===== src/logic/link_pkg.sv =====
// link package
// frame format, data word and scheduling constants shared by the
// pattern link blocks

package link_pkg;

	// data bits carried in one frame
	localparam int WORD_BITS = 10;
	// start bit, data bits and stop bit
	localparam int FRAME_BITS = WORD_BITS + 2;

	// top bit of the word-period counter
	localparam int PICKOFF = 4;
	// clocks between launches, one full wrap of the slot counter
	localparam int WORD_PERIOD = 2 ** (PICKOFF + 1);

	// clocks that link_ready stays low once reset is released
	localparam int RESET_HOLD = 64;

	// one data word as sent in a frame, bit 0 goes out first
	typedef logic [WORD_BITS-1:0] link_word_t;

	// word-period slot counter
	typedef logic [PICKOFF:0] slot_t;

	// bit position within a frame, serializer and deserializer
	typedef logic [$clog2(FRAME_BITS)-1:0] bit_index_t;

	// clocks counted during the reset hold
	typedef logic [$clog2(RESET_HOLD)-1:0] hold_count_t;

	// receiver FSM
	typedef enum logic [1:0] {hunt, data, stop} rx_state_t;

endpackage


===== src/logic/prbs_pkg.sv =====
// PRBS package
// order, feedback taps, start state and state type of the
// PRBS-15 test pattern

package prbs_pkg;

	// pattern order, also the state length
	localparam int PRBS_ORDER = 15;

	// each new bit is the xor of the bits this many places earlier
	localparam int PRBS_TAP_A = 15;
	localparam int PRBS_TAP_B = 14;

	// last PRBS_ORDER bits of the stream
	// bit 0 holds the newest bit, bit PRBS_ORDER-1 the oldest
	typedef logic [PRBS_ORDER-1:0] prbs_state_t;

	// any nonzero value works as a start state
	// the all-zero state would lock the pattern
	localparam prbs_state_t PRBS_SEED = 15'h2f5a;

endpackage


===== src/logic/power_on_reset.sv =====
// power-on reset stretcher
// keeps link_ready low during reset and for a fixed hold after it

`timescale 1ns/100ps

module power_on_reset import link_pkg::*; (
	input  logic clock,
	input  logic reset,
	output logic link_ready
);

	// clocks since reset was released
	hold_count_t hold_count;

	always_ff @(posedge clock) begin
		if (reset) begin
			hold_count <= '0;
			link_ready <= 1'b0;
		end else if (!link_ready) begin
			hold_count <= hold_count + 1'b1;
			// last clock of the hold, ready from the next clock on
			if (hold_count == hold_count_t'(RESET_HOLD - 1)) begin
				link_ready <= 1'b1;
			end
		end
	end

	// once up, the link only drops when reset is applied
	link_ready_stays_up: assert property (
		@(posedge clock) $fell(link_ready) |-> $past(reset)
	) else $error("link_ready fell without reset");

endmodule


===== src/logic/prbs_generator.sv =====
// parallel PRBS-15 generator
// advances the pattern ten bits per request and presents the
// ten most recent bits with the oldest in bit 0

`timescale 1ns/100ps

module prbs_generator import link_pkg::*, prbs_pkg::*; (
	input  logic       clock,
	input  logic       reset,
	input  logic       prbs_advance,
	output link_word_t pattern_word
);

	// stream history, state[0] is the newest bit
	prbs_state_t state;
	// history after ten more steps of the recurrence
	prbs_state_t stepped;

	// ten recurrence steps unrolled into one clock
	always_comb begin
		stepped = state;
		for (int step = 0; step < WORD_BITS; step++) begin
			// new bit from the bits 15 and 14 places back
			stepped = {stepped[PRBS_ORDER-2:0],
				stepped[PRBS_TAP_A-1] ^ stepped[PRBS_TAP_B-1]};
		end
	end

	always_ff @(posedge clock) begin
		if (reset) begin
			state <= PRBS_SEED;
		end else if (prbs_advance) begin
			state <= stepped;
		end
	end

	// word is the newest ten bits in stream order
	// the seed window itself forms the first word
	always_comb begin
		for (int bit_pos = 0; bit_pos < WORD_BITS; bit_pos++) begin
			pattern_word[bit_pos] = state[WORD_BITS-1-bit_pos];
		end
	end

	// checks apply once link reset has cleanly released
	// an all-zero state would freeze the pattern at zero
	state_never_zero: assert property (
		@(posedge clock) disable iff (reset !== 1'b0)
		state != '0
	) else $error("PRBS state reached all zero");

endmodule


===== src/logic/word_scheduler.sv =====
// word scheduler
// free-running word-period counter, buffers one pattern word at
// slot 0 and launches it at slot 1 while data_enable is high

`timescale 1ns/100ps

module word_scheduler import link_pkg::*; (
	input  logic       clock,
	input  logic       reset,
	input  logic       data_enable,
	input  link_word_t pattern_word,
	output logic       prbs_advance,
	output logic       word_strobe,
	output link_word_t tx_word
);

	// position within the word period, wraps every WORD_PERIOD clocks
	slot_t slot;

	always_ff @(posedge clock) begin
		if (reset) begin
			slot <= '0;
			prbs_advance <= 1'b0;
			word_strobe <= 1'b0;
		end else begin
			// counter keeps running even while data_enable is low
			slot <= slot + 1'b1;

			// slot 0 takes the current word and asks for the next one
			prbs_advance <= (slot == '0) && data_enable;
			if ((slot == '0) && data_enable) begin
				tx_word <= pattern_word;
			end

			// slot 1 launches only a word buffered in this period
			// prbs_advance is high exactly then
			word_strobe <= (slot == slot_t'(1)) && prbs_advance;
		end
	end

	// generator steps on the clock before launch, so tx_word already
	// holds the old word when pattern_word moves on
	advance_then_strobe: assert property (
		@(posedge clock) disable iff (reset !== 1'b0)
		prbs_advance |=> word_strobe
	) else $error("advance not followed by word_strobe");

endmodule


===== src/logic/frame_serializer.sv =====
// frame serializer
// sends a start bit of 1, ten data bits lsb first and a stop bit of 0
// on complementary serial_p and serial_n lines, idles low

`timescale 1ns/100ps

module frame_serializer import link_pkg::*; (
	input  logic       clock,
	input  logic       reset,
	input  logic       word_strobe,
	input  link_word_t tx_word,
	output logic       tx_busy,
	output logic       serial_p,
	output logic       serial_n
);

	// frame bits, bit 0 is on the line
	logic [FRAME_BITS-1:0] frame_shift;
	logic [FRAME_BITS-1:0] frame_next;
	// clocks left in the frame after the current one
	bit_index_t bit_count;

	always_comb begin
		if (word_strobe) begin
			// stop, data, start from msb to lsb
			frame_next = {1'b0, tx_word, 1'b1};
		end else if (tx_busy) begin
			// zeros shifted in leave the line low after the stop bit
			frame_next = {1'b0, frame_shift[FRAME_BITS-1:1]};
		end else begin
			frame_next = frame_shift;
		end
	end

	always_ff @(posedge clock) begin
		if (reset) begin
			frame_shift <= '0;
			serial_p <= 1'b0;
			serial_n <= 1'b1;
			tx_busy <= 1'b0;
			bit_count <= '0;
		end else begin
			frame_shift <= frame_next;
			// matched flop pair drives both lines on the same edge
			serial_p <= frame_next[0];
			serial_n <= ~frame_next[0];
			if (word_strobe) begin
				tx_busy <= 1'b1;
				bit_count <= bit_index_t'(FRAME_BITS - 1);
			end else if (tx_busy) begin
				if (bit_count == '0) begin
					tx_busy <= 1'b0;
				end else begin
					bit_count <= bit_count - 1'b1;
				end
			end
		end
	end

	// lines stay complementary outside reset
	lines_complementary: assert property (
		@(posedge clock) disable iff (reset !== 1'b0)
		serial_n == !serial_p
	) else $error("serial_n is not the inverse of serial_p");

	// scheduler spacing must leave room for a whole frame
	no_strobe_while_busy: assert property (
		@(posedge clock) disable iff (reset !== 1'b0)
		word_strobe |-> !tx_busy
	) else $error("word_strobe while a frame is in flight");

endmodule


===== src/logic/frame_deserializer.sv =====
// frame deserializer
// hunts for a start bit, collects ten data bits lsb first and checks
// the stop bit, reports the word or a frame error

`timescale 1ns/100ps

module frame_deserializer import link_pkg::*; (
	input  logic       clock,
	input  logic       reset,
	input  logic       serial_in,
	output link_word_t rx_word,
	output logic       rx_valid,
	output logic       rx_frame_error
);

	rx_state_t state;
	// data bits taken so far in this frame
	bit_index_t bit_count;
	// incoming bits enter at the top and move down to bit 0
	link_word_t shift_word;

	always_ff @(posedge clock) begin
		if (reset) begin
			state <= hunt;
			bit_count <= '0;
			rx_valid <= 1'b0;
			rx_frame_error <= 1'b0;
		end else begin
			// report strobes last one clock
			rx_valid <= 1'b0;
			rx_frame_error <= 1'b0;
			unique case (state)
				hunt: begin
					bit_count <= '0;
					// idle line is low, first 1 is a start bit
					if (serial_in) begin
						state <= data;
					end
				end
				data: begin
					shift_word <= {serial_in, shift_word[WORD_BITS-1:1]};
					bit_count <= bit_count + 1'b1;
					// tenth data bit, stop bit comes next
					if (bit_count == bit_index_t'(WORD_BITS - 1)) begin
						state <= stop;
					end
				end
				stop: begin
					state <= hunt;
					if (serial_in) begin
						// broken stop bit, word dropped
						rx_frame_error <= 1'b1;
					end else begin
						rx_valid <= 1'b1;
						rx_word <= shift_word;
					end
				end
				default: begin
					state <= hunt;
				end
			endcase
		end
	end

	// a frame is either good or bad, never both
	one_report_per_frame: assert property (
		@(posedge clock) disable iff (reset !== 1'b0)
		!(rx_valid && rx_frame_error)
	) else $error("rx_valid and rx_frame_error together");

endmodule


===== src/logic/serdes_link_top.sv =====
// serial test-pattern link top
// reset stretcher, PRBS source, word scheduler, frame serializer
// and loopback frame deserializer on one clock

`timescale 1ns/100ps

module serdes_link_top import link_pkg::*; (
	input  logic       clock,
	input  logic       reset,
	input  logic       data_enable,
	input  logic       serial_in,
	output logic       link_ready,
	output logic       serial_p,
	output logic       serial_n,
	output logic       tx_busy,
	output link_word_t rx_word,
	output logic       rx_valid,
	output logic       rx_frame_error
);

	// everything past the stretcher stays in reset until link_ready
	logic       link_reset;
	logic       prbs_advance;
	logic       word_strobe;
	link_word_t pattern_word;
	link_word_t tx_word;

	assign link_reset = ~link_ready;

	power_on_reset u_power_on_reset (
		.clock(clock),
		.reset(reset),
		.link_ready(link_ready)
	);

	prbs_generator u_prbs_generator (
		.clock(clock),
		.reset(link_reset),
		.prbs_advance(prbs_advance),
		.pattern_word(pattern_word)
	);

	word_scheduler u_word_scheduler (
		.clock(clock),
		.reset(link_reset),
		.data_enable(data_enable),
		.pattern_word(pattern_word),
		.prbs_advance(prbs_advance),
		.word_strobe(word_strobe),
		.tx_word(tx_word)
	);

	frame_serializer u_frame_serializer (
		.clock(clock),
		.reset(link_reset),
		.word_strobe(word_strobe),
		.tx_word(tx_word),
		.tx_busy(tx_busy),
		.serial_p(serial_p),
		.serial_n(serial_n)
	);

	// receive side, serial_in is looped back outside the chip
	frame_deserializer u_frame_deserializer (
		.clock(clock),
		.reset(link_reset),
		.serial_in(serial_in),
		.rx_word(rx_word),
		.rx_valid(rx_valid),
		.rx_frame_error(rx_frame_error)
	);

endmodule


===== config.mk =====
export PLATFORM = sky130hd
export DESIGN_NAME = serdes_link_top
export DESIGN_NICKNAME = d
export VERILOG_FILES = /design/src/logic/link_pkg.sv /design/src/logic/prbs_pkg.sv /design/src/logic/power_on_reset.sv /design/src/logic/prbs_generator.sv /design/src/logic/word_scheduler.sv /design/src/logic/frame_serializer.sv /design/src/logic/frame_deserializer.sv /design/src/logic/serdes_link_top.sv
export SDC_FILE = /design/constraint.sdc
export NUM_CORES = 1
export LEC_CHECK = 0
export ABC_AREA = 0
export ABC_CLOCK_PERIOD_IN_PS = 5020
export BUFFER_PORTS_ARGS = -buffer_cell sky130_fd_sc_hd__buf_4
export CAP_MARGIN = 40
export CORE_UTILIZATION = 47
export DETAILED_ROUTE_END_ITERATION = 8
export PLACE_DENSITY_LB_ADDON = 0.15
export RECOVER_POWER = 25
export SLEW_MARGIN = 5
export SYNTH_ARGS = -nofsm -noshare
export SYNTH_HDL_FRONTEND = slang
export SYNTH_SLANG_ARGS = --single-unit
export TNS_END_PERCENT = 30

===== constraint.sdc =====
create_clock -name clock -period 5.02 [get_ports clock]
set_clock_uncertainty 0.2 [all_clocks]
set_input_delay 0.502 -clock clock [delete_from_list [all_inputs] [get_ports clock]]
set_output_delay 0.502 -clock clock [all_outputs]
set_load 0.05 [all_outputs]

# Word-level counts from Yosys, hierarchy flattened

Index checks and enable logic that the tools add are counted.

Output and inout bits: 16
Register bits after elaboration: 84
Input bits: 4

Reduce and logical (&&, ||, !) cells: 15
Add/sub/neg operators: 4
Muxes and demuxes: 16
Equal/unequal tests: 8
Bitwise gates (word level): 14

Operators with widths:

| operator                                             | number |
|---|---|
| two-way mux 11 bit                                   | 2 |
| two-way mux 4 bit                                    | 3 |
| AND reduction 2 bit                                  | 6 |
| XOR 1 bit                                            | 10 |
| one-hot mux 4 bit (2 select lines)                   | 1 |
| two-way mux 1 bit                                    | 7 |
| adder 6 x 1 -> 6 bit (second input constant)         | 1 |
| equality test 6 bit (second input constant)          | 1 |
| adder 5 x 1 -> 5 bit (second input constant)         | 1 |
| equality test 5 x 1 -> 1 bit (second input constant) | 1 |
| logical NOT 5 bit                                    | 1 |
| adder 4 x 1 -> 4 bit (second input constant)         | 1 |
| equality test 4 bit (second input constant)          | 1 |
| logical NOT 4 bit                                    | 1 |
| two-way mux 2 bit                                    | 2 |
| != test 2 bit (second input constant)                | 2 |
| NOT 1 bit                                            | 4 |
| one-hot mux 2 bit (2 select lines)                   | 1 |
| nonzero test 2 bit                                   | 2 |
| subtractor 4 x 1 -> 4 bit (second input constant)    | 1 |
| AND reduction 3 bit                                  | 1 |
| equality test 2 x 1 -> 1 bit (second input constant) | 1 |
| equality test 2 bit (second input constant)          | 1 |
| logical AND 1 bit                                    | 2 |
| 3 further kinds                                      | 3 |

# Depth between registers and ports, before layout

Gate-level depths: netlist (run 1).

Word-level depth: 4
Mapped depth: 5

# Hierarchy

From an unflattened synthesis (run 1), not the netlist that was laid out.

Cells, all modules: 283
Area, all modules: 3347.0 um^2

By module, submodules not included:

| module             | times used | cells each | seq. area each (um^2) | area each (um^2) |
|---|---|---|---|---|
| frame_deserializer | 1          | 57         | 760.7                 | 950.9 |
| frame_serializer   | 1          | 89         | 340.3                 | 793.3 |
| prbs_generator     | 1          | 70         | 300.3                 | 705.7 |
| word_scheduler     | 1          | 38         | 440.4                 | 599.3 |
| power_on_reset     | 1          | 28         | 140.1                 | 294.0 |
| serdes_link_top    | 1          | 1          | 0.0                   | 3.8 |

# Worst setup path after synthesis (run 1)

OpenSTA, ideal clock, no wires.

Kind: flip-flop to flip-flop
From: register u_power_on_reset.link_ready
To: register u_frame_deserializer.rx_word[0] (enable)
Arrival time: 2.286 ns
Slack: 2.127 ns
Cell stages (with the launch flop): 4
Cells stage by stage: dfxtp_1 > inv_1 > clkbuf_1 > nor4b_1

Word-level cells in the longest chain between the ends: 1

Ends and longest elaborated chain:

| element                              | line                     | RTL |
|---|---|---|
| start: declaration                   | power_on_reset.sv:9      | `output logic link_ready` |
| start signal: assignment             | power_on_reset.sv:18     | `link_ready <= 1'b0;` |
| start signal: assignment             | power_on_reset.sv:23     | `link_ready <= 1'b1;` |
| AND reduction 3 bit (no source line) | -                        |  |
| end signal: assignment               | frame_deserializer.sv:55 | `rx_word <= shift_word;` |
| end: declaration                     | frame_deserializer.sv:11 | `output link_word_t rx_word,` |

No other way between the ends.
A chain may end at the register's enable or synchronous reset.

# Worst setup path after layout (run 1)

From: register u_power_on_reset.link_ready
To: register u_word_scheduler.tx_word[0] (enable)

Word-level cells in the longest chain between the ends: 1

Ends and longest elaborated chain:

| element                              | line                 | RTL |
|---|---|---|
| AND reduction 2 bit (no source line) | -                    |  |
| end signal: assignment               | word_scheduler.sv:32 | `tx_word <= pattern_word;` |
| end: declaration                     | word_scheduler.sv:14 | `output link_word_t tx_word` |

No other way between the ends.

==> impl_metrics.toml, run 1 <==
[final_layout]
drive_above_1_share_pct = 14.6
instances_no_fill = 364
areaGrowthSynthToFinish_pct = 14.7
antenna_cells = 0
final_nets = 294
fillers = 550

[synthesis]
syn_avg_cell_area_um2 = 12.0
yosysMostFrequentCell = "dfxtp_1"
ys_warn_count = 0
yosysTopAreaCellShare_pct = 34.1
ys.flop_type = "dfxtp_1"
async_flop_share_pct = 0
syn_area_um2 = 3170
syn-num-nets = 275
synth_seq_area_share_pct = 62.6
yosysUniqueCellTypes = 34
synthTopCellsByArea = "dfxtp_1 (34%), edfxtp_1 (28%), mux2i_1 (7.3%)"
synth.top_cells.by_count = "dfxtp_1 (54), nor2_1 (31), edfxtp_1 (30)"
synth_edf_count = 30
synth_cells = 263
yosysTopAreaCell = "dfxtp_1"
synth_seq_cells = 84

[grt]
grt_max_degree = 25
grt.total_usage_pct = 14.9
grt_first_pass_wirelength_um = 8050
grt_pass1_vias = 1683
antenna_found_initial = 0
grt_overflow = 0

[run_status]
violations = "design-rule violations"
status = "finished, violations left"

[clocking]
clk_latency_ns = 0.35
clockRootBuffer = "clkbuf_8"
cts_hold_buf = 0
cts_tree = "done"
path_clk_slew_ns = 0.08
postCtsSetupBuffers = 0
cts.sinks = 84
clk_path_buf_depth = 2
cts_made_buffers = 9
h-tree-depth = 3
post_cts_resize_count = 0

[setup_path]
rr_endpoint = "u_word_scheduler.tx_word[0]"
reg2regPathDepth = 4
r2r_slack_ns = 1.95
crit_required_ns = 4.83
critical_path_class = "reg -> reg"
arrival_ns = 2.87
worst_setup_path_start_kind = "flop"
r2r_start = "u_power_on_reset.link_ready"
end_kind = "flop"
path_max_fanout = 24

[placement]
port_buffers = 19
dp_cells = 348
dp.final_hpwl_um = 3150
gp_congestion = 0.720

[route]
vias_per_cell = 5.07
dr_wl_met3_um = 155
initialDrtViolationCount = 64
routedWlPerCell_um = 13.3
routed_wirelength_um = 4840
drt_first_pass_iters = 6
route.met2.wl_um = 2020
ant_nets = 0
drc = 4
wl_met1_um = 2540
num_vias = 1845
routed.top_layer = "met4"

[floorplan]
dieArea_um2 = 7070
start_util_pct = 49.3
ios = 20
fp.dieH_um = 84.1
core_region_area_um2 = 6420
fp.dieW_um = 84.1
row_count = 29

[hold_path]
whs_path_depth = 2
hold-path-endpoint = "u_power_on_reset.hold_count[3]"
min_from = "reset"
hold_class = "in -> reg"

[timing]
max_freq_mhz = 326
relSlewSlack_pct = 40.9
tns_ns = 0
setup-violations-final = 0
min_period_over_period_pct = 61.1
worst_slew_pin_slew_ns = 0.885
hold_violations = 0
timing.hold.ws_ns = 0.169
min_period_ns = 3.07
rsz0062_at_grt = "false"
slew_viol_final = 0

[power]
seqPwrFrac_pct = 53.1
netSwitchingFraction_pct = 18.1
power.switching_uw = 240
clockPowerShare_pct = 46.3
p_leak_uw = 0.00123
p_int_uw = 1080
max-vdd-ir-drop_mv = 0.264
powerDensity_nw_per_um2 = 364
comb_power_share_pct = 0.6

[job]
drv_cap = 0
power by group through the flow:
stage               sequential [uW]  combinational, uW  clock, uW
floorplan                       718               5.15          0
global placement                719               8.09          0
detailed placement              719               8.16          0
CTS                             703               8.29        628
global route                    703               9.17        649
finish                          703               7.76        614
kinds of logic (layout without fill, tap and decap cells):
kind of cell / Yosys count / after routing / share of synthesized area [%]
xor+xnor: 17 / 17 / 4.70
compound gates: 28 / 28 / 5.89
flops: 84 / 84 / 62.6
fa+ha+maj: 8 / 8 / 3.16
mux: 25 / 25 / 7.98
buf+inv: 23 / 47 / 2.96
simple gates: 78 / 78 / 12.7
how the worst max path moves through the flow:
stage,from,cells past startpoint,endpoint,slack (ns)
3_3_place_gp,u_power_on_reset.link_ready,4,u_word_scheduler.tx_word[1],2.09
6_report,u_power_on_reset.link_ready,4,u_word_scheduler.tx_word[0],1.95
3_5_place_dp,u_power_on_reset.link_ready,4,u_word_scheduler.tx_word[1],1.92
2_1_floorplan,u_power_on_reset.link_ready,3,u_frame_deserializer.rx_word[0],2.13
4_1_cts,u_power_on_reset.link_ready,4,u_word_scheduler.tx_word[2],1.92
5_1_grt,u_power_on_reset.link_ready,4,u_word_scheduler.tx_word[2],1.66
layout make-up:
| type | count | area (um^2) | share of cell area, % |
|---|---|---|---|
| Sequential cell | 84 | 1980 | 54.5 |
| Clock inverter | 7 | 139 | 3.82 |
| Timing Repair Buffer | 22 | 161 | 4.44 |
| Multi-Input combinational cell | 156 | 1100 | 30.2 |
| Clock buffer | 9 | 124 | 3.41 |
| Inverter | 9 | 33.8 | 0.930 |
| Tap cell | 77 | 96.3 | 2.65 |
placed cells by master, fill, tap and decap left out, drive strengths merged, types with 4 or more instances in the layout:
master  Yosys  final
dfxtp      54     54
edfxtp     30     30
xnor2       7      7
nand3       8      8
mux2i      23     23
xor2       10     10
nor2       31     31
nand2      14     14
and3        6      6
buf         6     21
inv         9      9
clkbuf      8     10
a21oi       8      8
a211oi     14     14
ha          8      8
bufinv      0      4
critical path, stage by stage (launching register included):
cell and delay (ns):
dfxtp_1 0.85, inv_1 0.41, buf_4 0.33, nor4_1 0.43, and3_1 0.50
flip-flops by register name, indices dropped and copies added (netlist names):
| signal | cells |
|---|---|
| u_frame_serializer.bit_count | 4 |
| u_prbs_generator.state | 15 |
| u_word_scheduler.word_strobe | 1 |
| u_frame_deserializer.shift_word | 10 |
| u_frame_deserializer.rx_word | 10 |
| u_frame_deserializer.rx_valid | 1 |
| u_frame_deserializer.rx_frame_error | 1 |
| u_frame_deserializer.state | 2 |
| u_frame_serializer.frame_shift | 10 |
| u_word_scheduler.tx_word | 10 |
| u_frame_serializer.serial_p | 1 |
| u_word_scheduler.prbs_advance | 1 |
| u_power_on_reset.link_ready | 1 |
| u_frame_deserializer.bit_count | 4 |
| u_word_scheduler.slot | 5 |
| u_frame_serializer.tx_busy | 1 |
| u_power_on_reset.hold_count | 6 |
| u_frame_serializer.serial_n | 1 |
layer usage:
layer	GRT usage, %	vias to the layer above
li1	-	969
met1	21.0	837
met2	20.3	28
met3	3.46	11
met4	9.87	0
met5	0	-
stage by stage:
| step | power [uW] | util, % | worst slack [ns] | instance area [um^2] |
|---|---|---|---|---|
| 2_1_floorplan | 723 | - | 2.13 | 3170 |
| 3_3_place_gp | 727 | 52.4 | 2.09 | 3370 |
| 3_5_place_dp | 727 | 52.5 | 1.92 | 3370 |
| 4_1_cts | 1340 | 56.6 | 1.92 | 3640 |
| 5_1_grt | 1360 | 56.6 | 1.66 | 3630 |
| 6_report | 1320 | 56.6 | 1.95 | 3630 |
No activity file was read; power rests on OpenSTA's default activity.
==> run 2: changes to the inputs <==
ABC_AREA = 1   (was 0)
ABC_CLOCK_PERIOD_IN_PS = 2500   (was 5020)
clock period = 2.5 ns   (was 5.02 ns; I/O delays follow)
==> impl_metrics.toml, run 2 <==
[placement]
detailed_place.area_um2 = 3380
port_buffers = 19
gp_congestion = 0.771
dp.final_hpwl_um = 3460
dp_cells = 410

[timing]
hold_violations = 0
min_period_over_period_pct = 72.4
worst_slew_pin_slew_ns = 0.599
relSlewSlack_pct = 60.0
max_freq_mhz = 552
slew_viol_final = 0
setup-violations-final = 0
rsz0062_at_grt = "false"
min_period_ns = 1.81
tns_ns = 0

[synthesis]
yosysTopAreaCell = "dfxtp_1"
synth_seq_cells = 84
syn_area_um2 = 3210
async_flop_share_pct = 0
ys_warn_count = 0
synth.top_cells.by_count = "nand2_1 (56), dfxtp_1 (54), nor2_1 (33)"
synth_cells = 322
yosysTopAreaCellShare_pct = 33.7
yosysUniqueCellTypes = 30
synth_seq_area_share_pct = 61.8
syn_avg_cell_area_um2 = 9.96
ys.flop_type = "dfxtp_1"
syn-num-nets = 334
synthTopCellsByArea = "dfxtp_1 (34%), edfxtp_1 (28%), nand2_1 (6.6%)"
synth_edf_count = 30
yosysMostFrequentCell = "nand2_1"

[grt]
grt_pass1_vias = 1924
antenna_found_initial = 0
grt_overflow = 0
grt_max_degree = 35
grt.total_usage_pct = 15.9
grt_first_pass_wirelength_um = 8760

[route]
initialDrtViolationCount = 99
drt_first_pass_iters = 6
drc = 0
vias_per_cell = 4.98
routed_wirelength_um = 5210
routedWlPerCell_um = 12.1
num_vias = 2138
ant_nets = 0

[setup_path]
critical_path_class = "reg -> reg"
crit_required_ns = 2.29
worst_setup_path_start_kind = "flop"
reg2regPathDepth = 2
arrival_ns = 1.60
path_max_fanout = 34
end_kind = "flop"

[clocking]
cts.sinks = 84
clk_path_buf_depth = 2
post_cts_resize_count = 0
h-tree-depth = 3
path_clk_slew_ns = 0.08
cts_made_buffers = 9
cts_tree = "done"
clk_latency_ns = 0.35
clockRootBuffer = "clkbuf_8"

[power]
p_leak_uw = 0.00136
max-vdd-ir-drop_mv = 0.351
total_power_uw = 2490
powerDensity_nw_per_um2 = 685

[final_layout]
final_nets = 359
final_util_pct = 56.2
largest_register = "u_prbs_generator.state"
areaGrowthSynthToFinish_pct = 13.3
final_common_cell = "nand2_1"
instances_no_fill = 429
largest_register_ffs = 15
layout_common_cells = "nand2_1 (56), dfxtp_1 (54), nor2_1 (33)"
postLayoutCellArea_um2 = 3630
antenna_cells = 0
drive_above_1_share_pct = 14.2
fillers = 574

[hold_path]
whs_path_depth = 0
hold_class = "reg -> reg"

[floorplan]
fp.dieW_um = 84.6
ios = 20
core_region_area_um2 = 6460
row_count = 29
start_util_pct = 49.6
dieArea_um2 = 7150
fp.dieH_um = 84.6

[run_status]
status = "complete, no violations"

[job]
drv_cap = 0
[run 2: changes by cell type in the layout (fill, tap and decap cells not counted), moves of 9 or more]
cell | previous run | this run
a21oi_1 | 8 | 22
mux2i_1 | 23 | 0
inv_1 | 9 | 30
a211oi_1 | 14 | 0
nand2_1 | 14 | 56
a31oi_1 | 0 | 9
nand3_1 | 8 | 21
o21ai_0 | 3 | 14
[run 2: worst max-delay path, stage by stage (launching register included)]
cell	delay, ns
dfxtp_1	0.60
inv_8	0.17
nor2_2	0.47
[run 2: area by class of cell]
class	instances	area [um^2]	area share (%)
clock buffers	9	124	3.41
multi-input cells	192	1000	27.6
repair buffers	25	191	5.27
flip-flops and latches	84	1980	54.6
well taps	77	96.3	2.65
clock inverters	7	98.8	2.72
inverters	35	139	3.82
[run 2: what timing repair did]
action / 4_1_cts / 5_1_grt
buffers inserted: 0 / 0
hold endpoints to repair: 10 / 0
hold buffers: 3 / 0
[run 2: cell families after synthesis]
| logic type | synth area share [%] |
|---|---|
| flops | 61.8 |
| simple gates | 16.7 |
| compound gates | 9.72 |
| fa+ha+maj | 3.12 |
| buf+inv | 6.95 |
| xor+xnor | 1.64 |
[run 2: stage by stage]
step | hold WS, ns | worst slack [ns]
floorplan | 0.119 | 0.497
global placement | 0.207 | 0.736
detailed placement | 0.213 | 0.660
CTS | 0.234 | 0.653
global route | 0.244 | 0.547
finish | 0.229 | 0.690
[run 2: final timing paths]
path | from | slack (ns) | end
worst min-delay path | u_frame_deserializer.shift_word[0] | 0.23 | u_frame_deserializer.rx_word[0]
worst min register to register | u_frame_deserializer.shift_word[0] | 0.23 | u_frame_deserializer.rx_word[0]
worst max-delay path | u_power_on_reset.link_ready | 0.69 | u_frame_deserializer.shift_word[2]
worst max register to register | u_power_on_reset.link_ready | 0.69 | u_frame_deserializer.shift_word[2]
[run 2: power by group]
group / internal, uW / switching (uW) / total (uW)
logic: 10.5 / 10.4 / 20.9
registers: 1410 / 4.55 / 1410
clock network: 569 / 486 / 1060
total: 1990 / 501 / 2490
[run 2: per-layer routing]
metal	up-vias	wire (um)	GRT usage, %
li1	1125	-	-
met1	961	2560	19.8
met2	46	2370	25.0
met3	6	230	5.60
met4	0	42	7.40
met5	-	0	0
